File: config.mk
export PLATFORM = sky130hd
export DESIGN_NAME = burst_writer_flat
export DESIGN_NICKNAME = d
export VERILOG_FILES = /design/src/logic/la_cfg_pkg.sv /design/src/logic/la_ctrl_pkg.sv /design/src/logic/burst_if.sv /design/src/logic/burst_writer.sv /design/src/flat_wrapper.sv
export SDC_FILE = /design/constraint.sdc
export NUM_CORES = 1
export LEC_CHECK = 0
export BUFFER_PORTS_ARGS = -buffer_cell sky130_fd_sc_hd__buf_2
export CORE_MARGIN = 2
export CORE_UTILIZATION = 60
export CTS_CLUSTER_DIAMETER = 50
export DETAILED_ROUTE_END_ITERATION = 10
export PLACE_DENSITY = 0.83
export SYNTH_ARGS = -nofsm -noshare
export SYNTH_HDL_FRONTEND = slang
export SYNTH_SLANG_ARGS = --single-unit
File: constraint.sdc
create_clock -name clk_ip -period 5.6 [get_ports clk_ip]
set_input_delay 0.84 -clock clk_ip [delete_from_list [all_inputs] [get_ports clk_ip]]
set_output_delay 0.84 -clock clk_ip [all_outputs]
set_load 0.1 [all_outputs]
File: src/logic/la_cfg_pkg.sv
package la_cfg_pkg;

    localparam int SAMPLE_W         = 8;     // analyzer channels
    localparam int SAMPLES_PER_WORD = 4;
    localparam int WORD_W           = SAMPLE_W * SAMPLES_PER_WORD;
    localparam int LANE_W           = $clog2(SAMPLES_PER_WORD);

    // memory addresses count words, not bytes
    localparam int ADDR_W           = 10;
    localparam int MEM_DEPTH        = 1 << ADDR_W;

    localparam int LEN_W            = 4;     // beats minus one
    localparam int BURST_MAX        = 1 << LEN_W;

    localparam int IN_BUF_DEPTH     = 32;
    localparam int OUT_BUF_DEPTH    = 32;
    localparam int IN_PTR_W         = $clog2(IN_BUF_DEPTH);
    localparam int OUT_PTR_W        = $clog2(OUT_BUF_DEPTH);

    localparam int COUNT_W          = 12;    // sample_num width, in words
    localparam int DIV_W            = 4;

    typedef logic [SAMPLE_W-1:0] sample_t;
    typedef logic [WORD_W-1:0]   word_t;
    typedef logic [ADDR_W-1:0]   addr_t;
    typedef logic [LEN_W-1:0]    len_t;

endpackage

File: src/logic/la_ctrl_pkg.sv
package la_ctrl_pkg;

    typedef enum logic [1:0] {
        TRIG_NOW,     // start on the first sample
        TRIG_RISE,
        TRIG_FALL,
        TRIG_HIGH
    } trig_mode_e;

    typedef enum logic [2:0] {
        WR_IDLE,
        WR_CMD,
        WR_DATA,
        WR_DONE
    } wr_state_e;

    typedef enum logic [2:0] {
        RD_IDLE,
        RD_CMD,
        RD_DATA,
        RD_DONE
    } rd_state_e;

endpackage

File: src/logic/burst_if.sv
`timescale 1ns/1ps

// write bursts toward the word memory
interface wr_burst_if;
    logic                  cmd_valid;
    la_cfg_pkg::addr_t     cmd_addr;
    la_cfg_pkg::len_t      cmd_len;
    logic                  cmd_ready;
    la_cfg_pkg::word_t     data;
    logic                  data_valid;
    logic                  data_last;
    logic                  data_ready;

    modport wr_master (output cmd_valid, cmd_addr, cmd_len, data, data_valid, data_last,
                       input  cmd_ready, data_ready);
    modport wr_slave  (input  cmd_valid, cmd_addr, cmd_len, data, data_valid, data_last,
                       output cmd_ready, data_ready);
endinterface


File: src/logic/burst_writer.sv
`timescale 1ns/1ps

module burst_writer (
    input  logic                clk_ip,
    input  logic                rst_n,
    input  la_cfg_pkg::word_t   word,
    input  logic                word_valid,
    output logic                word_ready,
    input  logic                cap_done,
    input  logic                read_done,
    wr_burst_if.wr_master       wr,
    output la_cfg_pkg::addr_t   wr_ptr,       // words committed
    output logic                all_written
);
    la_cfg_pkg::word_t                buf_mem [la_cfg_pkg::IN_BUF_DEPTH];
    logic [la_cfg_pkg::IN_PTR_W-1:0]  head;
    logic [la_cfg_pkg::IN_PTR_W-1:0]  tail;
    logic [la_cfg_pkg::IN_PTR_W:0]    count;
    la_ctrl_pkg::wr_state_e           state;
    la_cfg_pkg::len_t                 len_q;
    la_cfg_pkg::len_t                 beat;
    logic                             read_done_q;
    logic                             clear;
    logic                             push;
    logic                             pop;

    assign clear       = read_done & ~read_done_q;
    assign word_ready  = (count != la_cfg_pkg::IN_BUF_DEPTH);
    assign push        = word_valid & word_ready;
    assign pop         = wr.data_valid & wr.data_ready;
    assign all_written = cap_done & (count == '0) & (state == la_ctrl_pkg::WR_IDLE);

    assign wr.cmd_valid  = (state == la_ctrl_pkg::WR_CMD);
    assign wr.cmd_addr   = wr_ptr;
    assign wr.cmd_len    = len_q;
    assign wr.data       = buf_mem[head];
    assign wr.data_valid = (state == la_ctrl_pkg::WR_DATA);
    assign wr.data_last  = (beat == len_q);

    always_ff @(posedge clk_ip) begin
        if (push) buf_mem[tail] <= word;
    end

    always_ff @(posedge clk_ip or negedge rst_n) begin
        if (!rst_n) begin
            state       <= la_ctrl_pkg::WR_IDLE;
            head        <= '0;
            tail        <= '0;
            count       <= '0;
            len_q       <= '0;
            beat        <= '0;
            wr_ptr      <= '0;
            read_done_q <= 1'b0;
        end else begin
            read_done_q <= read_done;
            if (clear) begin
                state  <= la_ctrl_pkg::WR_IDLE;
                head   <= '0;
                tail   <= '0;
                count  <= '0;
                wr_ptr <= '0;
            end else begin
                if (push) tail <= tail + 1'b1;
                if (pop) head <= head + 1'b1;
                case ({push, pop})
                    2'b10:   count <= count + 1'b1;
                    2'b01:   count <= count - 1'b1;
                    default: count <= count;
                endcase
                case (state)
                    la_ctrl_pkg::WR_IDLE: begin
                        // full burst, or flush what is left at the end
                        if (count >= la_cfg_pkg::BURST_MAX || (cap_done && count != '0)) begin
                            len_q <= (count >= la_cfg_pkg::BURST_MAX) ? '1 :
                                     la_cfg_pkg::len_t'(count - 1'b1);
                            state <= la_ctrl_pkg::WR_CMD;
                        end
                    end
                    la_ctrl_pkg::WR_CMD: begin
                        beat <= '0;
                        if (wr.cmd_ready) state <= la_ctrl_pkg::WR_DATA;
                    end
                    la_ctrl_pkg::WR_DATA: begin
                        if (pop) begin
                            beat <= beat + 1'b1;
                            if (wr.data_last) state <= la_ctrl_pkg::WR_DONE;
                        end
                    end
                    la_ctrl_pkg::WR_DONE: begin
                        wr_ptr <= wr_ptr + len_q + 1'b1;
                        state  <= la_ctrl_pkg::WR_IDLE;
                    end
                    default: state <= la_ctrl_pkg::WR_IDLE;
                endcase
            end
        end
    end

    // latched length must still fit the buffered words
    a_len_covered: assert property (@(posedge clk_ip) disable iff (!rst_n)
        wr.cmd_valid |-> (count > wr.cmd_len));

endmodule

File: src/flat_wrapper.sv
// flat-port wrapper written by rule: the top's interface ports become plain ports
module burst_writer_flat 
  (clk_ip, rst_n, word, word_valid, word_ready, cap_done, read_done, wr_ptr, all_written, wr_cmd_valid, wr_cmd_addr, wr_cmd_len, wr_data, wr_data_valid, wr_data_last, wr_cmd_ready, wr_data_ready);
  wr_burst_if wr_i ();
  input  logic clk_ip;
  input  logic rst_n;
  input  la_cfg_pkg::word_t word;
  input  logic word_valid;
  output logic word_ready;
  input  logic cap_done;
  input  logic read_done;
  output la_cfg_pkg::addr_t wr_ptr;
  output logic all_written;
  output wire logic [$bits(wr_i.cmd_valid)-1:0] wr_cmd_valid;
  output wire logic [$bits(wr_i.cmd_addr)-1:0] wr_cmd_addr;
  output wire logic [$bits(wr_i.cmd_len)-1:0] wr_cmd_len;
  output wire logic [$bits(wr_i.data)-1:0] wr_data;
  output wire logic [$bits(wr_i.data_valid)-1:0] wr_data_valid;
  output wire logic [$bits(wr_i.data_last)-1:0] wr_data_last;
  input wire logic [$bits(wr_i.cmd_ready)-1:0] wr_cmd_ready;
  input wire logic [$bits(wr_i.data_ready)-1:0] wr_data_ready;
  assign wr_cmd_valid = wr_i.cmd_valid;
  assign wr_cmd_addr = wr_i.cmd_addr;
  assign wr_cmd_len = wr_i.cmd_len;
  assign wr_data = wr_i.data;
  assign wr_data_valid = wr_i.data_valid;
  assign wr_data_last = wr_i.data_last;
  assign wr_i.cmd_ready = wr_cmd_ready;
  assign wr_i.data_ready = wr_data_ready;
  burst_writer u_core (.clk_ip(clk_ip), .rst_n(rst_n), .word(word), .word_valid(word_valid), .word_ready(word_ready), .cap_done(cap_done), .read_done(read_done), .wr(wr_i), .wr_ptr(wr_ptr), .all_written(all_written));
endmodule
==> results.toml <==
[grt]
grt_max_degree = 108
grt_pass1_wl_mm = 151
grt_pass1_vias = 21900
grt_util_all_layers_pct = 29.9
grtUsageMet1_pct = 39.0
grtUsageMet3_pct = 7.37
grt_overflow = 0
grt_busiest_layer = "met2"
use_met2_pct = 48.7
antenna_found_initial = 1

[route]
postRouteAntennaNets = 0
drc = 0
wl_mm = 104
num_vias = 21700
routedWlPerCell_um = 34.0
dr.pass1.iters = 6
detail_route.vias_per_cell = 7.12
initialDrtViolationCount = 3080

[setup_path]
worstPathMaxFanout = 63
start_kind = "flip-flop"
r2r_end = "u_core.buf_mem[18][20]"
r2r_slack_ps = 1810
r2r-start = "u_core.count[0]"
crit_type = "flip-flop to output pin"
crit_path_start = "u_core.head[1]"
cp_data_arrival_time_ps = 4090
r2r_cells = 8
worst_ep_required_time_ps = 4760
cp-end-kind = "output pin"

[sta]
relSlewSlack_pct = 9.72
fin_tns_setup_ps = 0
worst_pin_slew_ps = 1350
rsz0062_at_grt = "no"
setup_violations = 0
fin_ws_ps = 672
slew_viol_final = 0
skew_ps = 28.6
hold_viol = 0
clock.fmax_ghz = 0.203
period_share_pct = 88.0
holdWs_ps = 296
period_minus_slack_ps = 4930

[synth]
synthFlopType = "edfxtp_1"
synthDistinctLibCells = 51
synthesis.area_um2 = 41100
yosysWarnings = 0
synth-edff-count = 1024
synth.avg_cell_area_um2 = 21.0
syn_inst = 1954
ys_seq_elements = 1061
async_flop_share_pct = 3.49
ys_seq_area_share_pct = 77.1
syn_nets = 2011

[cts]
cts.htree.levels = 3
clock_latency_ps = 670
clockBufferDepth = 3
postCtsResizedCells = 0
cts_tree = "done"
cts_made_buffers = 104
cts_hold_buf = 0
cts.root.buffer_cell = "clkbuf_16"
clkTransAtPathRegs_ps = 60
cts_setup_buffers = 0
cts_sinks = 1061

[pwr]
irDropWorstVdd_mv = 0.369
switching_share_pct = 31.0
p_int_w = 0.0147
power_frac_comb_pct = 23.6
switchingPower_w = 0.00663
p_leak_nw = 14.5
pwr-share-clk_pct = 33.1
powerDensity_nw_per_um2 = 463
power_frac_seq_pct = 43.4

[place]
portBuffers = 99
dp.cells = 2857
pre_cts_slack_ps = 1440
gp_congestion = 0.777
hpwl_mm = 52.3
postPlaceCellArea_um2 = 42800

[run]
cap_viol_max_count = 0

[floorplan]
initial_utilization_pct = 60.8
die_width_um = 266
core_um2 = 67500
dieArea_um2 = 70600
row_count = 95
num_io_pins = 100
die_h_um = 266

[layout]
areaGrowthSynthToFinish_pct = 12.5
drive_gt1_share_pct = 25.2
final_common_cell = "edfxtp_1"
final_nets = 2147
fin_cells = 3052
fin_area_um2 = 46200
most-common-layout-cells = "edfxtp_1, mux4_2, mux2i_1, clkbuf_16, buf_2"

[min_path]
hp-class = "input port to async pin"

[run_status]
status = "finished, final reports clean"
==> synth_stat cells (2+ instances only) <==
master	instances	share of area, %
mux2i_1	131	3.2
o22ai_1	32	0.49
mux2_2	2	0.055
a22o_1	6	0.13
xor2_1	13	0.28
or3_1	2	0.030
nand2b_1	3	0.046
a21o_1	2	0.037
inv_1	13	0.12
nand4b_1	4	0.085
a21oi_2	2	0.043
ha_1	17	0.52
nand3_1	7	0.085
a211oi_1	31	0.57
mux4_2	193	11
a21oi_1	45	0.55
xnor2_1	14	0.30
o21ai_0	6	0.073
a22oi_1	88	1.6
clkbuf_1	53	0.48
buf_2	22	0.27
o221ai_1	32	0.68
nor3b_1	3	0.055
nor3_1	3	0.037
a2111oi_4	2	0.13
buf_6	12	0.33
nand3b_1	4	0.073
nor2b_1	7	0.11
or3b_2	2	0.043
nor2_1	63	0.58
a31oi_1	4	0.061
a21boi_0	3	0.055
or2_2	2	0.030
buf_4	34	0.62
nand4_1	6	0.091
edfxtp_1	1024	75
nand2_1	17	0.16
dfrtp_1	37	2.3
==> through the flow <==
step / utilization (%) / power (W)
3_3_place_gp: 63.3 / 0.0143
6_report: 68.4 / 0.0214
2_1_floorplan: - / 0.0134
3_5_place_dp: 63.3 / 0.0144
4_1_cts: 68.4 / 0.0214
5_1_grt: 68.4 / 0.0219
==> how the worst max path moves through the flow <==
stage / cells after the start / to
finish: 5 / wr_data[22]
global route: 5 / wr_data[22]
CTS: 5 / wr_data[25]
detailed placement: 5 / wr_data[25]
global placement: 5 / wr_data[25]
floorplan: 2 / wr_data_last
==> routing by layer <==
| metal | up-vias | part of all wire [%] |
|---|---|---|
| met5 | - | 0 |
| met4 | 0 | 4.5 |
| met3 | 335 | 11 |
| met2 | 1774 | 50 |
| met1 | 11200 | 34 |
| li1 | 8440 | - |
==> final cells by class <==
class	count	area [um^2]
antenna	3	7.51
clock buffer	123	2730
clock inverter	69	709
fill	3842	21300
inverter	13	48.8
multi-input combinational	757	8890
sequential	1061	31700
tap	873	1090
timing repair buffer	153	1040
==> power by group through the flow <==
stage	Sequential, W	Clock [W]	Combinational [W]
3_3_place_gp	0.00940	0	0.00490
3_5_place_dp	0.00943	0	0.00497
5_1_grt	0.00930	0.00737	0.00526
4_1_cts	0.00927	0.00709	0.00505
6_report	0.00927	0.00706	0.00503
2_1_floorplan	0.00947	0	0.00391
==> kinds of logic (layout without fill, tap and decap cells) <==
logic type / after synthesis / after routing / share of synthesized area [%]
AO/OA/AOI/OAI: 257 / 257 / 4.52
XOR/XNOR: 27 / 27 / 0.576
adder cells (fa/ha/maj): 18 / 18 / 0.567
buffers and inverters: 136 / 358 / 1.87
flip-flops: 1061 / 1061 / 77.1
multiplexers: 326 / 326 / 13.8
other: 0 / 3 / 0
AND/OR/NAND/NOR: 129 / 129 / 1.51
==> state kept, by name, summed over array words and instances (netlist names) <==
register,count
u_core.count,6
u_core.wr.cmd_addr,10
u_core.read_done_q,1
u_core.tail,5
u_core.buf_mem,1024
u_core.head,5
u_core.wr.cmd_len,4
u_core.beat,4
u_core.state,2
==> critical path, stage by stage, from the launching register on <==
cell,delay [ps]
dfrtp_4,780
nand3_4,930
o22ai_1,520
a211oi_1,100
a22oi_1,510
buf_2,530
(Power assumes the default switching activity.)
