===== src/logic/la_cfg_pkg.sv =====
package la_cfg_pkg;

    localparam int SAMPLE_W         = 8;     // analyzer channels
    localparam int SAMPLES_PER_WORD = 4;
    localparam int WORD_W           = SAMPLE_W * SAMPLES_PER_WORD;
    localparam int LANE_W           = $clog2(SAMPLES_PER_WORD);

    // memory addresses count words, not bytes
    localparam int ADDR_W           = 10;
    localparam int MEM_DEPTH        = 1 << ADDR_W;

    localparam int LEN_W            = 4;     // beats minus one
    localparam int BURST_MAX        = 1 << LEN_W;

    localparam int IN_BUF_DEPTH     = 32;
    localparam int OUT_BUF_DEPTH    = 32;
    localparam int IN_PTR_W         = $clog2(IN_BUF_DEPTH);
    localparam int OUT_PTR_W        = $clog2(OUT_BUF_DEPTH);

    localparam int COUNT_W          = 12;    // sample_num width, in words
    localparam int DIV_W            = 4;

    typedef logic [SAMPLE_W-1:0] sample_t;
    typedef logic [WORD_W-1:0]   word_t;
    typedef logic [ADDR_W-1:0]   addr_t;
    typedef logic [LEN_W-1:0]    len_t;

endpackage


===== src/logic/la_ctrl_pkg.sv =====
package la_ctrl_pkg;

    typedef enum logic [1:0] {
        TRIG_NOW,     // start on the first sample
        TRIG_RISE,
        TRIG_FALL,
        TRIG_HIGH
    } trig_mode_e;

    typedef enum logic [2:0] {
        WR_IDLE,
        WR_CMD,
        WR_DATA,
        WR_DONE
    } wr_state_e;

    typedef enum logic [2:0] {
        RD_IDLE,
        RD_CMD,
        RD_DATA,
        RD_DONE
    } rd_state_e;

endpackage


===== src/logic/burst_if.sv =====


// read bursts without beat backpressure
interface rd_burst_if;
    logic                  cmd_valid;
    la_cfg_pkg::addr_t     cmd_addr;
    la_cfg_pkg::len_t      cmd_len;
    logic                  cmd_ready;
    la_cfg_pkg::word_t     data;
    logic                  data_valid;
    logic                  data_last;

    modport rd_master (output cmd_valid, cmd_addr, cmd_len,
                       input  cmd_ready, data, data_valid, data_last);
    modport rd_slave  (input  cmd_valid, cmd_addr, cmd_len,
                       output cmd_ready, data, data_valid, data_last);
endinterface


===== src/logic/burst_reader.sv =====
`timescale 1ns/1ps

module burst_reader (
    input  logic                clk_ip,
    input  logic                rst_n,
    rd_burst_if.rd_master       rd,
    input  la_cfg_pkg::addr_t   wr_ptr,
    input  logic                all_written,
    input  logic                read_done,
    output la_cfg_pkg::word_t   out_data,
    output logic                out_valid,
    input  logic                out_ready
);
    la_cfg_pkg::word_t                 buf_mem [la_cfg_pkg::OUT_BUF_DEPTH];
    logic [la_cfg_pkg::OUT_PTR_W-1:0]  head;
    logic [la_cfg_pkg::OUT_PTR_W-1:0]  tail;
    logic [la_cfg_pkg::OUT_PTR_W:0]    count;
    la_ctrl_pkg::rd_state_e            state;
    la_cfg_pkg::addr_t                 rd_ptr;
    la_cfg_pkg::addr_t                 remain;      // written but not yet requested
    la_cfg_pkg::len_t                  len_q;
    logic                              room;
    logic                              start;
    logic                              read_done_q;
    logic                              clear;
    logic                              pop;

    assign clear     = read_done & ~read_done_q;
    assign remain    = wr_ptr - rd_ptr;
    assign room      = (la_cfg_pkg::OUT_BUF_DEPTH - count) >= la_cfg_pkg::BURST_MAX;
    // wait for a full burst unless the writer has finished
    assign start     = out_ready & room &
                       ((remain >= la_cfg_pkg::BURST_MAX) | (all_written & (remain != '0)));
    assign pop       = out_valid & out_ready;
    assign out_valid = (count != '0);
    assign out_data  = buf_mem[head];

    assign rd.cmd_valid = (state == la_ctrl_pkg::RD_CMD);
    assign rd.cmd_addr  = rd_ptr;
    assign rd.cmd_len   = len_q;

    always_ff @(posedge clk_ip) begin
        if (rd.data_valid) buf_mem[tail] <= rd.data;
    end

    always_ff @(posedge clk_ip or negedge rst_n) begin
        if (!rst_n) begin
            state       <= la_ctrl_pkg::RD_IDLE;
            head        <= '0;
            tail        <= '0;
            count       <= '0;
            rd_ptr      <= '0;
            len_q       <= '0;
            read_done_q <= 1'b0;
        end else begin
            read_done_q <= read_done;
            if (clear) begin
                state  <= la_ctrl_pkg::RD_IDLE;
                head   <= '0;
                tail   <= '0;
                count  <= '0;
                rd_ptr <= '0;
            end else begin
                if (rd.data_valid) tail <= tail + 1'b1;
                if (pop) head <= head + 1'b1;
                case ({rd.data_valid, pop})
                    2'b10:   count <= count + 1'b1;
                    2'b01:   count <= count - 1'b1;
                    default: count <= count;
                endcase
                case (state)
                    la_ctrl_pkg::RD_IDLE: begin
                        if (start) begin
                            len_q <= (remain >= la_cfg_pkg::BURST_MAX) ? '1 :
                                     la_cfg_pkg::len_t'(remain - 1'b1);
                            state <= la_ctrl_pkg::RD_CMD;
                        end
                    end
                    la_ctrl_pkg::RD_CMD: begin
                        if (rd.cmd_ready) begin
                            rd_ptr <= rd_ptr + len_q + 1'b1;
                            state  <= la_ctrl_pkg::RD_DATA;
                        end
                    end
                    la_ctrl_pkg::RD_DATA: begin
                        if (rd.data_valid & rd.data_last) state <= la_ctrl_pkg::RD_DONE;
                    end
                    default: state <= la_ctrl_pkg::RD_IDLE;   // RD_DONE
                endcase
            end
        end
    end

    a_rd_behind_wr: assert property (@(posedge clk_ip) disable iff (!rst_n)
        rd.cmd_valid |-> (({1'b0, rd.cmd_addr} + rd.cmd_len) < {1'b0, wr_ptr}));

endmodule


===== src/flat_wrapper.sv =====
// flat-port wrapper written by rule: the top's interface ports become plain ports
module burst_reader_flat 
  (clk_ip, rst_n, wr_ptr, all_written, read_done, out_data, out_valid, out_ready, rd_cmd_valid, rd_cmd_addr, rd_cmd_len, rd_cmd_ready, rd_data, rd_data_valid, rd_data_last);
  rd_burst_if rd_i ();
  input  logic clk_ip;
  input  logic rst_n;
  input  la_cfg_pkg::addr_t wr_ptr;
  input  logic all_written;
  input  logic read_done;
  output la_cfg_pkg::word_t out_data;
  output logic out_valid;
  input  logic out_ready;
  output wire logic [$bits(rd_i.cmd_valid)-1:0] rd_cmd_valid;
  output wire logic [$bits(rd_i.cmd_addr)-1:0] rd_cmd_addr;
  output wire logic [$bits(rd_i.cmd_len)-1:0] rd_cmd_len;
  input wire logic [$bits(rd_i.cmd_ready)-1:0] rd_cmd_ready;
  input wire logic [$bits(rd_i.data)-1:0] rd_data;
  input wire logic [$bits(rd_i.data_valid)-1:0] rd_data_valid;
  input wire logic [$bits(rd_i.data_last)-1:0] rd_data_last;
  assign rd_cmd_valid = rd_i.cmd_valid;
  assign rd_cmd_addr = rd_i.cmd_addr;
  assign rd_cmd_len = rd_i.cmd_len;
  assign rd_i.cmd_ready = rd_cmd_ready;
  assign rd_i.data = rd_data;
  assign rd_i.data_valid = rd_data_valid;
  assign rd_i.data_last = rd_data_last;
  burst_reader u_core (.clk_ip(clk_ip), .rst_n(rst_n), .rd(rd_i), .wr_ptr(wr_ptr), .all_written(all_written), .read_done(read_done), .out_data(out_data), .out_valid(out_valid), .out_ready(out_ready));
endmodule

===== config.mk =====
export PLATFORM = sky130hd
export DESIGN_NAME = burst_reader_flat
export DESIGN_NICKNAME = d
export VERILOG_FILES = /design/src/logic/la_cfg_pkg.sv /design/src/logic/la_ctrl_pkg.sv /design/src/logic/burst_if.sv /design/src/logic/burst_reader.sv /design/src/flat_wrapper.sv
export SDC_FILE = /design/constraint.sdc
export NUM_CORES = 1
export LEC_CHECK = 0
export ABC_CLOCK_PERIOD_IN_PS = 5650
export BUFFER_PORTS_ARGS = -buffer_cell sky130_fd_sc_hd__buf_2
export CORE_MARGIN = 8
export CORE_UTILIZATION = 35
export CTS_BUF_LIST = sky130_fd_sc_hd__clkbuf_4 sky130_fd_sc_hd__clkbuf_8
export DETAILED_ROUTE_END_ITERATION = 16
export PLACE_DENSITY = 0.5
export SLEW_MARGIN = 20
export SYNTH_ARGS = -nofsm -noshare
export SYNTH_HDL_FRONTEND = slang
export SYNTH_SLANG_ARGS = --single-unit

===== constraint.sdc =====
create_clock -name clk_ip -period 5.65 [get_ports clk_ip]
set_input_delay 0 -clock clk_ip [delete_from_list [all_inputs] [get_ports clk_ip]]
set_output_delay 0 -clock clk_ip [all_outputs]
set_load 0.01 [all_outputs]

==> metrics.md <==
| Metric | Value |
|---|---|
| Status | `finished, final reports clean` |
| Fin. max-slew vios | `0` |
| Most frequent CP cell | `mux4_2` |
| Synth top area cells | `edfxtp_1 74%, mux4_2 17%, dfrtp_1 2.0%, mux2_2 0.87%, ha_1 0.85%` |
| Worst skew pair latency | `0.89 ns` |
| CTS Buf Count | `approximately 170` |
| I/O Pins | `98` |
| Power Dens Cells | `~430 mW/mm^2` |
| CP Launch Type | `flop` |
| Fillcell total | `10320` |
| All-layer global routing usage | `16.67%` |
| Most frequent cell after synthesis | `edfxtp_1` |
| RR Startpoint | `u_core.rd.cmd_addr[0]` |
| Peak supply drop | `approximately 0.23 mV` |
| Slew @ Worst Pin | `approximately 1.1 ns` |
| Crit path kind | `flop to output pin` |
| Setup crit end kind | `output pin` |
| Starting Density | `35.18%` |
| Fmax | `between 200 and 250 MHz` |
| Hold EP | `u_core.tail[1]` |
| Final Hold Fails | `0` |
| YS warnings | `0` |
| Number of distinct library cells after synthesis | `61` |
| Async SR Flop Fraction | `about 3.1%` |
| Adder-cell share of the synthesized area | `less than 1%` |
| Net count after synthesis | `between 1500 and 2000` |
| Die H | `359.8 um` |
| Final Wtd Congestion | `~0.73` |
| Leakage | `roughly 15 nW` |
| # rows | `around 130` |
| Clock Path Buffers | `3` |
| Synth top cells by count | `1024 x edfxtp_1, 310 x mux4_2, 71 x nor2_1` |
| Dpl cell area | `around 0.044 sq mm` |
| Clock slew at reported path FFs | `approximately 0.060 ns` |
| Tcrit/Tclk final | `between 70% and 80%` |
| XOR/XNOR Fraction of Synth Area | `less than 1%` |
| Worst EP required | `approximately 5.7 ns` |
| Initial DRC count | `1808` |
| Worst Hold Launch | `rd_data_valid` |
| Vias in the first global route | `roughly 21000` |
| Register area share after synthesis | `around 76%` |
| Post-Syn Area | `between 0.04 and 0.05 sq mm` |
| Final setup fails | `0` |
| Crit path max fanout | `~50` |
| PnR Total Power | `20.57 mW` |
| Drt first pass iters | `5` |
| Routed WL | `roughly 110000 um` |
| Min-delay worst type | `input pin to flop` |
| Synth Flop Type | `edfxtp_1` |
| Largest net degree at the start of global routing | `115` |
| Grt ovf | `0` |
| Clock skew | `between 0.04 and 0.05 ns` |
| Hold Path Cell Cnt | `4` |
| Wire per inst | `29.03 um` |
| Synth area leader | `edfxtp_1` |
| Clock root buffer | `clkbuf_8` |
| Reg-to-reg endpoint | `u_core.state[1]` |
| Max-slew headroom at the worst pin | `around a quarter` |
| Layout cells sized above 1 | `roughly 36%` |
| Compound-Gate Fraction of Synth Area | `less than 1%` |
| Setup TNS | `0 ns` |
| Max-cap check violation count | `0` |
| Die area | `roughly 0.13 sq mm` |
| Final HPWL DP | `56920 um` |
| First-pass GRT wire length | `around 160000 um` |
| Final Critical Period | `a little over 4 ns` |
| # clock sinks | `1057` |
| Final #Nets | `2150` |
| Syn_area_per_cell | `about 23 sq um` |
| Main combinational cell family by area after synthesis | `multiplexers` |
| Core box area | `about 0.12 sq mm` |
| R2R Setup Slk | `around 2.1 ns` |
| Port-buffer cells | `just under 100` |
| Share of the synthesized area in the top cell type | `between 70% and 80%` |
| Slowest cell on the critical path | `dfrtp_4` |
| Number of flops mapped to enable cells by yosys | `around 1000` |
| Simple-gate share of the synthesized area | `under 10%` |
| Vias/cell | `5.250` |
| Synth Instances | `1775` |
| TritonCTS clock tree | `built` |
| ANT nets after route | `0` |
| Post-synthesis mux area share | `a little under a fifth` |
| Setup Buffers After CTS | `0` |
| Buffers and inverters on the worst path | `2` |
| Yosys reg bits | `~1100` |
| CP Cell Sequence | `buf_12, mux4_2, mux4_2, mux2_2, buf_2` |
| CP top delay family | `multiplexers` |
| RSZ-0062 raised after global routing | `false` |
| Worst path arrival time | `4.06 ns` |
| Routed via count | `between 15000 and 20000` |
| Chip Width | `between 300 and 400 um` |
| DRC Markers | `0` |
| Initial antenna violation count | `3` |
| H-tree level count | `4` |
| Area grow syn2layout | `16.59%` |
| Cell area after layout | `0.04824 sq mm` |
| Worst R2R Path Depth | `11` |
| Crit-path max cell delay | `about 1.1 ns` |
final cells by class:
type                    count  area, sq um  area share [%]
well taps                1536         1922           3.984
clock buffers             234         2851           5.911
multi-input cells         604         9544           19.79
flip-flops and latches   1057        31590           65.49
inverters                  27        101.3          0.2101
repair buffers            205         1644           3.408
diodes                      2        5.005         0.01038
clock inverters            81        579.3           1.201
sequential cells by signal (all words and copies together), names as in the netlist:
name	flops
u_core.tail	5
u_core.state	2
u_core.head	5
u_core.rd.cmd_addr	10
u_core.buf_mem	1024
u_core.read_done_q	1
u_core.rd.cmd_len	4
u_core.count	6
how the worst max path moves through the flow:
stage / start / endpoint / cells past startpoint
5_1_grt: u_core.head[0] / out_data[7] / 5
3_5_place_dp: u_core.count[0] / u_core.count[5] / 12
4_1_cts: u_core.head[0] / out_data[8] / 5
6_report: u_core.head[0] / out_data[7] / 5
2_1_floorplan: u_core.count[0] / u_core.count[5] / 13
3_3_place_gp: u_core.count[0] / u_core.count[5] / 12
layout by cell type, fill, tap and decap left out, types with 4 or more instances in the layout:
master	netlist	final
inv_1	27	27
buf_12	0	13
mux2i_1	5	5
dfrtp_1	33	28
mux2_2	32	32
nand3_1	6	6
nand4_1	5	5
buf_4	2	37
inv_12	0	4
mux4_1	10	10
clkbuf_8	0	175
clkinv_2	0	17
ha_1	28	28
buf_2	22	97
clkbuf_4	0	59
a21oi_1	16	16
dfrtp_4	0	4
clkinv_8	0	4
mux4_2	310	310
dlygate4sd3_1	0	55
nor2_4	0	32
or3_1	5	5
nand2_1	24	24
edfxtp_1	1024	1024
clkinv_1	0	46
nor2_1	71	39
xnor2_1	11	11
o21ai_0	7	7
a211oi_1	4	4
xor2_1	11	11
nor2b_1	5	4
metrics by stage:
| stage | util, % | std cells | hold WS (ns) | setup WS (ns) |
|---|---|---|---|---|
| floorplan | - | 1775 | -0.2956 | 2.232 |
| global placement | 37.50 | 3367 | 0.1098 | 2.053 |
| detailed placement | 37.61 | 3373 | 0.1248 | 2.167 |
| CTS | 41.01 | 3744 | 0.04409 | 1.420 |
| global route | 41.02 | 3746 | 0.08729 | 1.336 |
| finish | 41.02 | 3746 | 0.1348 | 1.594 |
cells by family after synthesis:
| kind of cell | Yosys count |
|---|---|
| AO/OA/AOI/OAI | 56 |
| buffers and inverters | 114 |
| multiplexers | 357 |
| AND/OR/NAND/NOR | 138 |
| adder cells (fa/ha/maj) | 31 |
| XOR/XNOR | 22 |
| flip-flops | 1057 |
routing by layer:
metal / vias up / global-route usage (%) / part of all wire [%]
met5: - / 0 / 0.012
met4: 2 / 4.684 / 2.0
met3: 166 / 3.056 / 4.8
met2: 564 / 28.98 / 52
met1: 10750 / 21.44 / 41
li1: 8185 / - / -
report_power, final:
group / leakage [nW] / internal (mW) / switching, mW / total, mW
Clock: 1.82 / 3.47 / 3.15 / 6.63
Combinational: 3.65 / 2.42 / 2.32 / 4.74
Sequential: 9.64 / 8.89 / 0.314 / 9.21
Total: 15.1 / 14.8 / 5.78 / 20.6
worst register-to-register path: cells and delay by family (launching register included):
kind                     cells  cell delay, ns
AO/OA/AOI/OAI                4            1.21
AND/OR/NAND/NOR              3            0.48
buffers and inverters        2            0.71
adder cells (fa/ha/maj)      2            0.64
flip-flops                   1            0.43
timing repair:
action	4_1_cts	5_1_grt
gates resized for setup	0	0
endpoints found under the hold margin	1090	0
hold buffers	56	0
(Power assumes the default switching activity.)
