## src/logic/la_cfg_pkg.sv

```systemverilog
package la_cfg_pkg;

    localparam int SAMPLE_W         = 8;     // analyzer channels
    localparam int SAMPLES_PER_WORD = 4;
    localparam int WORD_W           = SAMPLE_W * SAMPLES_PER_WORD;
    localparam int LANE_W           = $clog2(SAMPLES_PER_WORD);

    // memory addresses count words, not bytes
    localparam int ADDR_W           = 10;
    localparam int MEM_DEPTH        = 1 << ADDR_W;

    localparam int LEN_W            = 4;     // beats minus one
    localparam int BURST_MAX        = 1 << LEN_W;

    localparam int IN_BUF_DEPTH     = 32;
    localparam int OUT_BUF_DEPTH    = 32;
    localparam int IN_PTR_W         = $clog2(IN_BUF_DEPTH);
    localparam int OUT_PTR_W        = $clog2(OUT_BUF_DEPTH);

    localparam int COUNT_W          = 12;    // sample_num width, in words
    localparam int DIV_W            = 4;

    typedef logic [SAMPLE_W-1:0] sample_t;
    typedef logic [WORD_W-1:0]   word_t;
    typedef logic [ADDR_W-1:0]   addr_t;
    typedef logic [LEN_W-1:0]    len_t;

endpackage

```

## src/logic/la_ctrl_pkg.sv

```systemverilog
package la_ctrl_pkg;

    typedef enum logic [1:0] {
        TRIG_NOW,     // start on the first sample
        TRIG_RISE,
        TRIG_FALL,
        TRIG_HIGH
    } trig_mode_e;

    typedef enum logic [2:0] {
        WR_IDLE,
        WR_CMD,
        WR_DATA,
        WR_DONE
    } wr_state_e;

    typedef enum logic [2:0] {
        RD_IDLE,
        RD_CMD,
        RD_DATA,
        RD_DONE
    } rd_state_e;

endpackage

```

## src/logic/sample_capture.sv

```systemverilog
`timescale 1ns/1ps

module sample_capture (
    input  logic                           clk_ip,
    input  logic                           rst_n,
    input  logic                           sample_run,
    input  la_ctrl_pkg::trig_mode_e        trig_mode,
    input  logic [2:0]                     trig_channel,
    input  logic [la_cfg_pkg::DIV_W-1:0]   sample_div,
    input  logic [la_cfg_pkg::COUNT_W-1:0] sample_num,   // words
    input  la_cfg_pkg::sample_t            din,
    input  logic                           read_done,
    output la_cfg_pkg::word_t              word,
    output logic                           word_valid,
    input  logic                           word_ready,
    output logic                           cap_done,
    output logic                           busy
);
    logic [2:0]                      run_sync;     // two sync stages + edge history
    logic                            read_done_q;
    logic                            clear;
    logic                            armed;        // waiting for trigger
    logic                            running;
    logic                            overflow;
    logic                            trig_hit;
    logic                            take;
    logic                            word_end;
    la_cfg_pkg::sample_t             din_q;
    logic [la_cfg_pkg::DIV_W-1:0]    div_cnt;
    logic [la_cfg_pkg::LANE_W-1:0]   lane;
    la_cfg_pkg::word_t               pack;
    logic [la_cfg_pkg::COUNT_W-1:0]  made_cnt;
    logic [la_cfg_pkg::COUNT_W-1:0]  acc_cnt;

    assign clear    = read_done & ~read_done_q;
    assign busy     = armed | running;
    assign take     = (armed & trig_hit) | (running & (div_cnt == sample_div));
    assign word_end = take & (&lane);   // lane count is a power of two

    // compare each sample with the one before it
    always_comb begin
        case (trig_mode)
            la_ctrl_pkg::TRIG_RISE: trig_hit = din[trig_channel] & ~din_q[trig_channel];
            la_ctrl_pkg::TRIG_FALL: trig_hit = ~din[trig_channel] & din_q[trig_channel];
            la_ctrl_pkg::TRIG_HIGH: trig_hit = din[trig_channel];
            default:                trig_hit = 1'b1;
        endcase
    end

    always_ff @(posedge clk_ip) begin
        din_q <= din;
        if (take) pack <= {din, pack[la_cfg_pkg::WORD_W-1:la_cfg_pkg::SAMPLE_W]};
        if (word_end) word <= {din, pack[la_cfg_pkg::WORD_W-1:la_cfg_pkg::SAMPLE_W]};
    end

    always_ff @(posedge clk_ip or negedge rst_n) begin
        if (!rst_n) begin
            run_sync    <= '0;
            read_done_q <= 1'b0;
            armed       <= 1'b0;
            running     <= 1'b0;
            overflow    <= 1'b0;
            div_cnt     <= '0;
            lane        <= '0;
            made_cnt    <= '0;
            acc_cnt     <= '0;
            word_valid  <= 1'b0;
            cap_done    <= 1'b0;
        end else begin
            run_sync    <= {run_sync[1:0], sample_run};
            read_done_q <= read_done;
            if (clear) begin
                armed      <= 1'b0;
                running    <= 1'b0;
                overflow   <= 1'b0;
                div_cnt    <= '0;
                lane       <= '0;
                made_cnt   <= '0;
                acc_cnt    <= '0;
                word_valid <= 1'b0;
                cap_done   <= 1'b0;
            end else begin
                if (run_sync[1] & ~run_sync[2] & ~busy & ~cap_done) armed <= 1'b1;
                if (armed & trig_hit) begin
                    armed   <= 1'b0;
                    running <= 1'b1;
                end
                if (take) div_cnt <= '0;
                else if (running) div_cnt <= div_cnt + 1'b1;
                if (take) lane <= lane + 1'b1;
                if (word_end) begin
                    made_cnt <= made_cnt + 1'b1;
                    if (made_cnt + 1'b1 == sample_num) running <= 1'b0;
                    if (word_valid & ~word_ready) overflow <= 1'b1;   // sticky
                end
                if (word_end) word_valid <= 1'b1;
                else if (word_ready) word_valid <= 1'b0;
                if (word_valid & word_ready) begin
                    acc_cnt <= acc_cnt + 1'b1;
                    if (acc_cnt + 1'b1 == sample_num) cap_done <= 1'b1;
                end
            end
        end
    end

    a_no_overflow: assert property (@(posedge clk_ip) disable iff (!rst_n) !overflow)
        else $error("capture word replaced before the writer took it");

endmodule

```

## config.mk

```make
export PLATFORM = sky130hd
export DESIGN_NAME = sample_capture
export DESIGN_NICKNAME = d
export VERILOG_FILES = /design/src/logic/la_cfg_pkg.sv /design/src/logic/la_ctrl_pkg.sv /design/src/logic/sample_capture.sv
export SDC_FILE = /design/constraint.sdc
export NUM_CORES = 1
export LEC_CHECK = 0
export ABC_CLOCK_PERIOD_IN_PS = 2700
export BUFFER_PORTS_ARGS = -buffer_cell sky130_fd_sc_hd__buf_2
export CAP_MARGIN = 0
export CORE_MARGIN = 2
export CORE_UTILIZATION = 40
export DETAILED_ROUTE_END_ITERATION = 8
export PLACE_DENSITY = 0.62
export SYNTH_ARGS = -nofsm -noshare
export SYNTH_HDL_FRONTEND = slang
export SYNTH_SLANG_ARGS = --single-unit
```

## constraint.sdc

```tcl
create_clock -name clk_ip -period 2.7 [get_ports clk_ip]
set_input_delay 0.135 -clock clk_ip [delete_from_list [all_inputs] [get_ports clk_ip]]
set_output_delay 0.135 -clock clk_ip [all_outputs]
set_load 0.02 [all_outputs]
```

==> results of run 1 <==
==> routing by layer <==
metal,part of all wire,vias up,GRT usage
met5,0,-,0
met4,0.015,0,0.0571
met3,0.044,13,0.0341
met2,0.47,71,0.255
met1,0.47,1476,0.224
li1,-,1476,-
==> power by group through the flow <==
| stage | registers [W] | clock network [W] | logic [W] |
|---|---|---|---|
| finish | 0.00184 | 0.00129 | 0.000368 |
| CTS | 0.00183 | 0.00133 | 0.000360 |
| global route | 0.00185 | 0.00141 | 0.000402 |
| detailed placement | 0.00187 | 0 | 0.000344 |
| global placement | 0.00186 | 0 | 0.000335 |
| floorplan | 0.00185 | 0 | 0.000239 |
==> cell families after synthesis <==
| kind of cell | after synthesis | synth area share |
|---|---|---|
| and+or+nand+nor | 114 | 0.130 |
| DFF | 102 | 0.620 |
| AOI/OAI and AO/OA | 57 | 0.0866 |
| xor gates and xnor gates | 47 | 0.0913 |
| buffers and inverters | 22 | 0.0230 |
| muxes | 11 | 0.0386 |
| adders and majority gates | 4 | 0.0111 |
==> placed cells by master, fill, tap and decap left out, types with 3 or more instances in the layout <==
cell / count
mux4_1: 3
inv_1: 7
xor2_1: 12
o21ai_0: 6
o31ai_1: 6
nor2_1: 21
clkbuf_16: 9
edfxtp_1: 56
dlygate4sd3_1: 11
dfxtp_1: 8
and3_1: 7
nand3_1: 11
o21ai_1: 7
xnor2_1: 35
ha_1: 4
buf_2: 68
a31oi_1: 4
o211ai_1: 3
nand2_1: 29
o21a_1: 4
dfrtp_1: 38
or3_1: 9
nor3_1: 7
nor3b_1: 3
mux2i_1: 4
nand4_1: 6
a21oi_1: 12
nor2b_1: 3
buf_4: 5
or4_1: 6
==> critical path, stage by stage, from the launching register on <==
cell and delay [ns]:
dfxtp_1 0.30, mux4_1 0.49, mux2i_1 0.21, mux2i_1 0.49, and3_1 0.26, o21ai_1 0.13, inv_1 0.16, buf_12 0.22
==> state kept, by name, summed over array words and instances (netlist names) <==
name         cells
acc_cnt         12
armed            1
cap_done         1
din_q            8
div_cnt          4
lane             2
made_cnt        12
pack            24
read_done_q      1
run_sync         3
running          1
word            32
word_valid       1
==> per-stage QoR <==
| step | hold slack, ns | area, um2 | instances | total power [W] | utilization |
|---|---|---|---|---|---|
| final | 0.0810 | 5440 | 584 | 0.00349 | 0.497 |
| after global routing | 0.102 | 5440 | 584 | 0.00366 | 0.497 |
| after CTS | 0.0749 | 5410 | 582 | 0.00352 | 0.495 |
| after detailed placement | 0.253 | 5000 | 555 | 0.00221 | 0.457 |
| after global placement | 0.247 | 5000 | 555 | 0.00220 | 0.457 |
| after floorplan | -0.161 | 4510 | 357 | 0.00209 | - |
==> how the worst max path moves through the flow <==
stage	start	end	slack [ns]	cells after the start
after floorplan	din_q[3]	word[0]	0.05	6
final	din_q[3]	word[2]	0.13	7
after global routing	din_q[3]	word[2]	0.03	7
after CTS	din[6]	made_cnt[9]	0.13	8
after detailed placement	trig_channel[0]	made_cnt[8]	0.22	7
after global placement	trig_channel[0]	pack[13]	0.27	7
==> repair_timing <==
action,4_1_cts,5_1_grt
buffers inserted,0,1
hold buffers,11,0
endpoints found under the setup margin,0,12
endpoints found under the hold margin,50,0
gates resized for setup,0,1
==> cell type report <==
type / count / area [um2] / share of cell area
clock buffers: 9 / 225 / 0.0414
clock inverters: 7 / 81.3 / 0.0150
inverters: 7 / 26.3 / 0.00483
multi-input cells: 234 / 1630 / 0.300
flip-flops and latches: 102 / 2790 / 0.514
well taps: 140 / 175 / 0.0322
repair buffers: 85 / 508 / 0.0934
==> impl_metrics.tcl, run 1 <==
set metrics [dict create \
    cp-end-kind "flop" \
    synth_edf_count 56 \
    r2r_cells 7 \
    ys_ff_latch 102 \
    routed_wl_um 9280 \
    ant_nets 0 \
    setup_viol 0 \
    arrival_ns 2.62 \
    core-area_um2 10900 \
    max_freq_mhz 388 \
    ir_worst_vdd_v 0.000371 \
    synthTopCellsByCount "edfxtp_1, dfrtp_1, xnor2_1" \
    finalClockSkew_ns 0.00956 \
    yosysTopAreaCellShare 0.373 \
    hold-path-cell-count 3 \
    worstHoldStart "word_ready" \
    start_util 0.412 \
    synthFlopType "edfxtp_1" \
    pre_cts_ws_ns 0.220 \
    yosys_warnings 0 \
    outcome "completed" \
    dp_hpwl_um 6330 \
    fillerInstances 988 \
    cts_num_sinks 102 \
    yosysTopAreaCell "edfxtp_1" \
    internal-power_w 0.00258 \
    drv_slew 0 \
    power_frac_clock 0.369 \
    cts_buffers 9 \
    grt_remaining_overflow 0 \
    crit_required_ns 2.75 \
    top_level_ports 69 \
    holdPathEnd "word_valid" \
    max_slew_margin 0.409 \
    timing.final.crit_share 0.953 \
    gp_congestion 0.801 \
    vias_per_cell 5.20 \
    synth.avg_cell_area_um2 12.6 \
    die_x_um 110 \
    seqPwrFrac 0.525 \
    numPortBuffers 68 \
    synthArstFlopShare 0.373 \
    wl_per_cell_um 15.9 \
    synth_area_um2 4510 \
    antenna_cells 0 \
    antenna_found_initial 0 \
    grt_use_total 0.162 \
    insertion_delay_ns 0.35 \
    final.setup.worst_slack_ns 0.126 \
    max_cap_viol_count 0 \
    synth_area_leaders "edfxtp_1, dfrtp_1, xnor2_1" \
    pwr_density_cell_nw_per_um2 643 \
    synth_most_common_cell "edfxtp_1" \
    clk_pin_slew_ns 0.07 \
    first_global_vias 2901 \
    timing.final.hold_violations 0 \
    power_frac_comb 0.105 \
    drcViolationCount 0 \
    firstDrtPassIters 4 \
    drive_gt1_frac 0.227 \
    cp-start-kind "flop" \
    path_class "flop to flop" \
    fp.dieH_um 110 \
    synth_cell_types 52 \
    cts_tree "done" \
    syn_nets 395 \
    cts-root-buf "clkbuf_16" \
    reg2reg_from "din_q[3]" \
    reg2reg_slack_ns 0.13 \
    worst_pin_slew_ns 0.886 \
    grt_setup_unrepaired "no" \
    power_leakage_nw 2.11 \
    grt_start_max_net_pins 39 \
    fin_tns_setup_ns 0 \
    r2r_end "word[2]" \
    layout.nets 477 \
    critPathMaxFanout 32 \
    rows 38 \
    grt_pass1_wl_um 14800 \
    initialDrtViolationCount 188 \
    hold_path_class "primary input to flop" \
    ctsHtreeMaxLevel 3 \
    clockBufferDepth 2 \
    area_growth_pct 20.7 \
    switching_power_w 0.000910 \
    vias 3036 \
    netlist_instances 357 \
    min_period_ns 2.57 \
    dieArea_um2 12100 \
    swShare 0.261 \
    ys_seq_area_frac 0.620 \
]
No activity file was read; power rests on OpenSTA's default activity.
==> run 2, diff against run 1 <==
--- a/config.mk
+++ b/config.mk
@@ -5,13 +5,14 @@
 export SDC_FILE = /design/constraint.sdc
 export NUM_CORES = 1
 export LEC_CHECK = 0
-export ABC_CLOCK_PERIOD_IN_PS = 2700
+export ABC_AREA = 1
+export ABC_CLOCK_PERIOD_IN_PS = 3200
 export BUFFER_PORTS_ARGS = -buffer_cell sky130_fd_sc_hd__buf_2
 export CAP_MARGIN = 0
 export CORE_MARGIN = 2
 export CORE_UTILIZATION = 40
 export DETAILED_ROUTE_END_ITERATION = 8
-export PLACE_DENSITY = 0.62
+export PLACE_DENSITY = 0.59
 export SYNTH_ARGS = -nofsm -noshare
 export SYNTH_HDL_FRONTEND = slang
 export SYNTH_SLANG_ARGS = --single-unit
==> constraint.sdc (replaced) <==
create_clock -name clk_ip -period 3.2 [get_ports clk_ip]
set_input_delay 0.16 -clock clk_ip [delete_from_list [all_inputs] [get_ports clk_ip]]
set_output_delay 0.16 -clock clk_ip [all_outputs]
set_load 0.02 [all_outputs]
==> run 2 against run 1 <==
Non-clock buffer count shrank 3. Core utilization shrank 1.1 points. Clock power shrank 22%. Power shrank 19%. Sequential share of layout area shrank 1.0 points.
==> impl_metrics.tcl, run 2 <==
set metrics [dict create \
    dp_hpwl_um 6510 \
    grt_pass1_wl_um 15700 \
    hold_path_class "primary input to flop" \
    path_class "primary input to flop" \
    vias 3512 \
    power_w 0.00285 \
    top_register "word" \
    drive_gt1_frac 0.168 \
    drcViolationCount 0 \
    cpLargestDelayFamily "buffers and inverters" \
    outcome "completed" \
    crit_required_ns 3.20 \
    gp_congestion 0.875 \
    grt_start_max_net_pins 41 \
    insertion_delay_ns 0.35 \
    arrival_ns 2.15 \
    clk_pin_slew_ns 0.07 \
    synthFlopType "edfxtp_1" \
    synth_area_leaders "edfxtp_1, dfrtp_1, nand2_1" \
    pwr_density_cell_nw_per_um2 513 \
    cts_tree "done" \
    first_global_vias 3378 \
    multi_input_area_um2 1600 \
    dieArea_um2 12600 \
    yosysTopAreaCellShare 0.359 \
    reg2reg_slack_ns 1.18 \
    rows 39 \
    yosys_warnings 0 \
    area_growth_pct 18.5 \
    largest_reg_flops 32 \
    grt_setup_unrepaired "no" \
    yosysTopAreaCell "edfxtp_1" \
    grt_use_total 0.156 \
    ys_seq_area_frac 0.596 \
    synth_cell_types 33 \
    max_freq_mhz 466 \
    seqCellArea_um2 2790 \
    critPathMaxFanout 32 \
    synthArstFlopShare 0.373 \
    synthTopCellsByCount "nand2_1, inv_1, nand3_1" \
    cts.repair.resized 0 \
    fp.dieH_um 112 \
    holdPathEnd "word_valid" \
    cp_cell_sequence "dlygate4sd3_1 -> buf_2 -> nand2_1 -> nand2_1 -> nand2_1 -> nand3_1 -> nand2_1 -> nand2_1 -> nand2_2 -> nand3_4 -> nand2_4 -> nand2_4 -> inv_1 -> buf_4" \
    reg2reg_from "div_cnt[1]" \
    clockBufferDepth 2 \
    core-area_um2 11400 \
    max_slew_margin 0.415 \
    layout.nets 619 \
    vias_per_cell 4.82 \
    r2r_end "word[0]" \
    initialDrtViolationCount 220 \
    grt_remaining_overflow 0 \
    max_cap_viol_count 0 \
    layout_common_cells "nand2_1, buf_2, inv_1" \
    start_util 0.410 \
    firstDrtPassIters 4 \
    cpMostUsedCell "nand2_1" \
    cp-end-kind "flop" \
    cp-start-kind "primary input" \
    ir_worst_vdd_v 0.000397 \
    r2r_cells 7 \
    syn_nets 533 \
    top_regs "word x32, pack x24" \
    placed_cell_area_um2 5180 \
    synth_area_um2 4680 \
    wl_per_cell_um 12.7 \
    cts_buffers 9 \
    path_buf_inv 4 \
    layout.cells.most_common "nand2_1" \
    power_leakage_nw 2.53 \
    hold-path-cell-count 4 \
    post_cts_buffers 0 \
    fillerInstances 1088 \
    drv_slew 0 \
    finalClockSkew_ns 0.00330 \
    timing.final.hold_violations 0 \
    ys_ff_latch 102 \
    synth_most_common_cell "nand2_1" \
    numPortBuffers 68 \
    postLayoutCellArea_um2 5550 \
    netlist_instances 495 \
    fin_tns_setup_ns 0 \
    cts_num_sinks 102 \
    worst_path_max_delay_cell "dlygate4sd3_1" \
    min_period_ns 2.15 \
    antenna_cells 0 \
    worst_pin_slew_ns 0.877 \
    die_x_um 112 \
    ctsHtreeMaxLevel 3 \
    top_level_ports 69 \
    slowest_delay_ns 0.53 \
    ctsHoldBuffers 11 \
    worstHoldStart "word_ready" \
    crit_start "din[6]" \
    ant_nets 0 \
    antenna_found_initial 0 \
    synth.avg_cell_area_um2 9.46 \
    routed_wl_um 9230 \
    final_util 0.486 \
    setup_viol 0 \
    timing.final.crit_share 0.671 \
    synth_edf_count 56 \
    cts-root-buf "clkbuf_16" \
]
run 2: changes by cell type after synthesis, sizes merged, moves of 7 or more:
cell,before,now
nand3,11,61
a21oi,14,4
nand4,6,25
or3,9,0
and3,7,0
xnor2,35,8
nand2,29,145
nor3,7,0
inv,7,62
clkbuf,11,1
nor2,21,37
run 2: worst max-delay path by stage:
| stage | end | cells past startpoint |
|---|---|---|
| after global placement | word[16] | 14 |
| after floorplan | word[0] | 7 |
| after detailed placement | word[24] | 14 |
| after CTS | word[21] | 14 |
| after global routing | word[0] | 15 |
| final | word[0] | 14 |
run 2: area by class of cell:
class	instances	area share
clock buffer	10	0.0413
clock inverter	5	0.00631
inverter	64	0.0442
multi-input combinational	322	0.288
sequential	102	0.503
tap	143	0.0322
timing repair buffer	82	0.0852
run 2: worst reg2reg max path, cell delays in order (launching register included):
cell     delay, ns
dfrtp_1       0.42
xor2_1        0.15
nor3b_1       0.18
nand4_1       0.19
nand2_4       0.13
nand2_4       0.11
inv_1         0.10
buf_4         0.37
run 2: power breakdown:
part	switching (W)	internal, W
sequential	0.0000515	0.00150
clock	0.000478	0.000526
combinational	0.000186	0.000106
run 2: metrics by stage:
| stage | instances | hold WS, ns | setup WS, ns |
|---|---|---|---|
| 6_report | 728 | 0.100 | 1.05 |
| 2_1_floorplan | 495 | -0.136 | 0.952 |
| 5_1_grt | 728 | 0.102 | 0.892 |
| 3_3_place_gp | 702 | 0.268 | 1.18 |
| 4_1_cts | 728 | 0.0883 | 1.06 |
| 3_5_place_dp | 702 | 0.269 | 1.13 |
run 2: per-layer routing:
| metal | up-vias | part of all wire | track usage |
|---|---|---|---|
| met5 | - | 0 | 0 |
| met4 | 0 | 0.014 | 0.0504 |
| met3 | 12 | 0.056 | 0.0513 |
| met2 | 89 | 0.45 | 0.245 |
| met1 | 1594 | 0.48 | 0.207 |
| li1 | 1817 | - | - |
run 2: cell families after synthesis:
logic type                 Yosys count  share of synthesized area
xor gates and xnor gates            15                     0.0310
and+or+nand+nor                    278                      0.270
adders and majority gates            4                     0.0107
DFF                                102                      0.596
AOI/OAI and AO/OA                   25                     0.0297
buffers and inverters               71                     0.0628
==> run 3, diff against run 2 <==
--- a/config.mk
+++ b/config.mk
@@ -6,13 +6,13 @@
 export NUM_CORES = 1
 export LEC_CHECK = 0
 export ABC_AREA = 1
-export ABC_CLOCK_PERIOD_IN_PS = 3200
+export ABC_CLOCK_PERIOD_IN_PS = 1800
 export BUFFER_PORTS_ARGS = -buffer_cell sky130_fd_sc_hd__buf_2
 export CAP_MARGIN = 0
 export CORE_MARGIN = 2
 export CORE_UTILIZATION = 40
 export DETAILED_ROUTE_END_ITERATION = 8
-export PLACE_DENSITY = 0.59
+export PLACE_DENSITY = 0.62
 export SYNTH_ARGS = -nofsm -noshare
 export SYNTH_HDL_FRONTEND = slang
 export SYNTH_SLANG_ARGS = --single-unit
==> constraint.sdc (replaced) <==
create_clock -name clk_ip -period 1.8 [get_ports clk_ip]
set_input_delay 0.09 -clock clk_ip [delete_from_list [all_inputs] [get_ports clk_ip]]
set_output_delay 0.09 -clock clk_ip [all_outputs]
set_load 0.02 [all_outputs]
==> run 3 against run 2 <==
Via count rose by 6.5%. First-iteration DRC count rose by 25%. Global-route usage rose by 0.52 points. Clock power rose by 88%. Clock-buffer cell count fell by 1. Core utilization rose by 3.8 points. Sequential share of layout area fell by 3.7 points. Flip-flop and latch count did not move. Largest cell class unchanged. Clock skew rose by 0.0043 ns. Design area rose by 7.9%.
==> impl_metrics.tcl, run 3 (same netlist as run 2, synthesis figures left out) <==
set metrics [dict create \
    dp_hpwl_um 6830 \
    cp_cell_sequence "xor2_1 -> nor3b_1 -> nand4_1 -> nand2_4 -> nand2_4 -> clkinvlp_4 -> clkbuf_16" \
    cts_tree "done" \
    r2r_cells 7 \
    critPathMaxFanout 8 \
    cts_num_sinks 102 \
    numPortBuffers 68 \
    top_regs "word x32, pack x24" \
    cp-start-kind "flop" \
    path_class "flop to flop" \
    routed_wl_um 10200 \
    insertion_delay_ns 0.34 \
    pre_cts_ws_ns -0.0517 \
    wl_per_cell_um 13.4 \
    vias_per_cell 4.94 \
    r2r_end "word[21]" \
    worst_path_max_delay_cell "dfrtp_1" \
    setup.worst_path.end "word[21]" \
    power_leakage_nw 2.76 \
    grt_setup_unrepaired "yes" \
    reg2reg_from "div_cnt[1]" \
    final.setup.worst_slack_ns 0.00720 \
    grt_pass1_wl_um 16400 \
    pwr_density_cell_nw_per_um2 879 \
    top_level_ports 69 \
    drive_gt1_frac 0.235 \
    cpLargestDelayFamily "simple AND/OR/NAND/NOR gates" \
    top_register "word" \
    antenna_cells 0 \
    dieArea_um2 12600 \
    crit_start "div_cnt[1]" \
    clockBufferDepth 2 \
    cts_buffers 9 \
    wl_met2_um 5050 \
    area_growth_pct 27.9 \
    max_freq_mhz 558 \
    multi_input_area_um2 1680 \
    ant_nets 0 \
    firstDrtPassIters 4 \
    rows 39 \
    reg2reg_slack_ns 0.007 \
    fp.dieH_um 112 \
    seqCellArea_um2 2790 \
    fillerInstances 1041 \
    drcViolationCount 0 \
    antenna_found_initial 0 \
    drv_slew 0 \
    grt_remaining_overflow 0 \
    finalClockSkew_ns 0.00758 \
    grt_use_total 0.161 \
    min_period_ns 1.79 \
    die_x_um 112 \
    ctsHtreeMaxLevel 3 \
    max_slew_margin 0.781 \
    layout.cells.most_common "nand2_1" \
    slowest_delay_ns 0.40 \
    layout.nets 647 \
    hold_path_class "primary input to flop" \
    timing.final.hold_violations 0 \
    timing.final.crit_share 0.996 \
    cpMostUsedCell "nand2_4" \
    crit_required_ns 1.86 \
    path_depth 7 \
    largest_reg_flops 32 \
    first_global_vias 3587 \
    max_cap_viol_count 0 \
    vias 3741 \
    initialDrtViolationCount 275 \
    setup_viol 0 \
    outcome "completed" \
    start_util 0.410 \
    core-area_um2 11400 \
    worst_pin_slew_ns 0.328 \
    met1_length_um 4510 \
    dr_wl_met3_um 436 \
    top_layer "met4" \
    cts-root-buf "clkbuf_16" \
    ir_worst_vdd_v 0.000573 \
    grt_start_max_net_pins 41 \
    gp_congestion 0.915 \
    final_util 0.524 \
    cp-end-kind "flop" \
    path_buf_inv 2 \
    arrival_ns 1.85 \
    layout_common_cells "nand2_1, buf_2, nand3_1" \
    clk_pin_slew_ns 0.07 \
]
run 3: how the worst min path moves through the flow:
stage / cells past startpoint / start / endpoint / slack (ns)
2_1_floorplan: 0 / rst_n / acc_cnt[0] / -0.21
4_1_cts: 4 / word_ready / word_valid / 0.006
3_3_place_gp: 2 / rst_n / run_sync[0] / 0.07
3_5_place_dp: 2 / rst_n / run_sync[0] / 0.08
5_1_grt: 1 / din[0] / din_q[0] / 0.02
6_report: 4 / word_ready / word_valid / 0.02
run 3: stage by stage:
| stage | power (W) | hold WS [ns] | setup TNS [ns] | instances | area (um2) |
|---|---|---|---|---|---|
| floorplan | 0.00313 | -0.206 | -4.25 | 495 | 4690 |
| global placement | 0.00334 | 0.0741 | 0 | 724 | 5380 |
| detailed placement | 0.00337 | 0.0752 | -0.0517 | 724 | 5380 |
| CTS | 0.00527 | 0.00631 | 0 | 752 | 5800 |
| global route | 0.00552 | 0.0237 | -3.03 | 757 | 5990 |
| finish | 0.00526 | 0.0157 | 0 | 757 | 5990 |
run 3: area by class of cell:
type,instances,area share
clock buffers,9,0.0376
clock inverters,7,0.0107
inverters,64,0.0416
multi-input cells,322,0.281
flip-flops and latches,102,0.467
well taps,143,0.0299
repair buffers,110,0.132
run 3: repair_timing:
item / 4_1_cts / 5_1_grt
hold buffers: 11 / 0
gates cloned: 0 / 3
setup buffers: 1 / 9
pin swaps: 0 / 13
resized for setup: 4 / 25
endpoints found under the setup margin: 1 / 72
hold endpoints to repair: 64 / 0
run 3: tightest hold or removal path, delay by kind of cell:
family | cells | cell delay [ns]
buf+inv | 2 | 0.11
simple gates | 1 | 0.06
compound gates | 1 | 0.05
run 3: where the power goes:
part | internal [W] | switching [W] | leakage, nW | total (W)
clock | 0.000975 | 0.000906 | 0.142 | 0.00188
combinational | 0.000260 | 0.000373 | 1.53 | 0.000633
sequential | 0.00266 | 0.0000879 | 1.09 | 0.00275
run 3: routing by layer:
metal  GRT usage  vias to the layer above
li1            -                     1878
met1       0.207                     1759
met2       0.273                       91
met3      0.0373                       13
met4      0.0512                        0
met5           0                        -
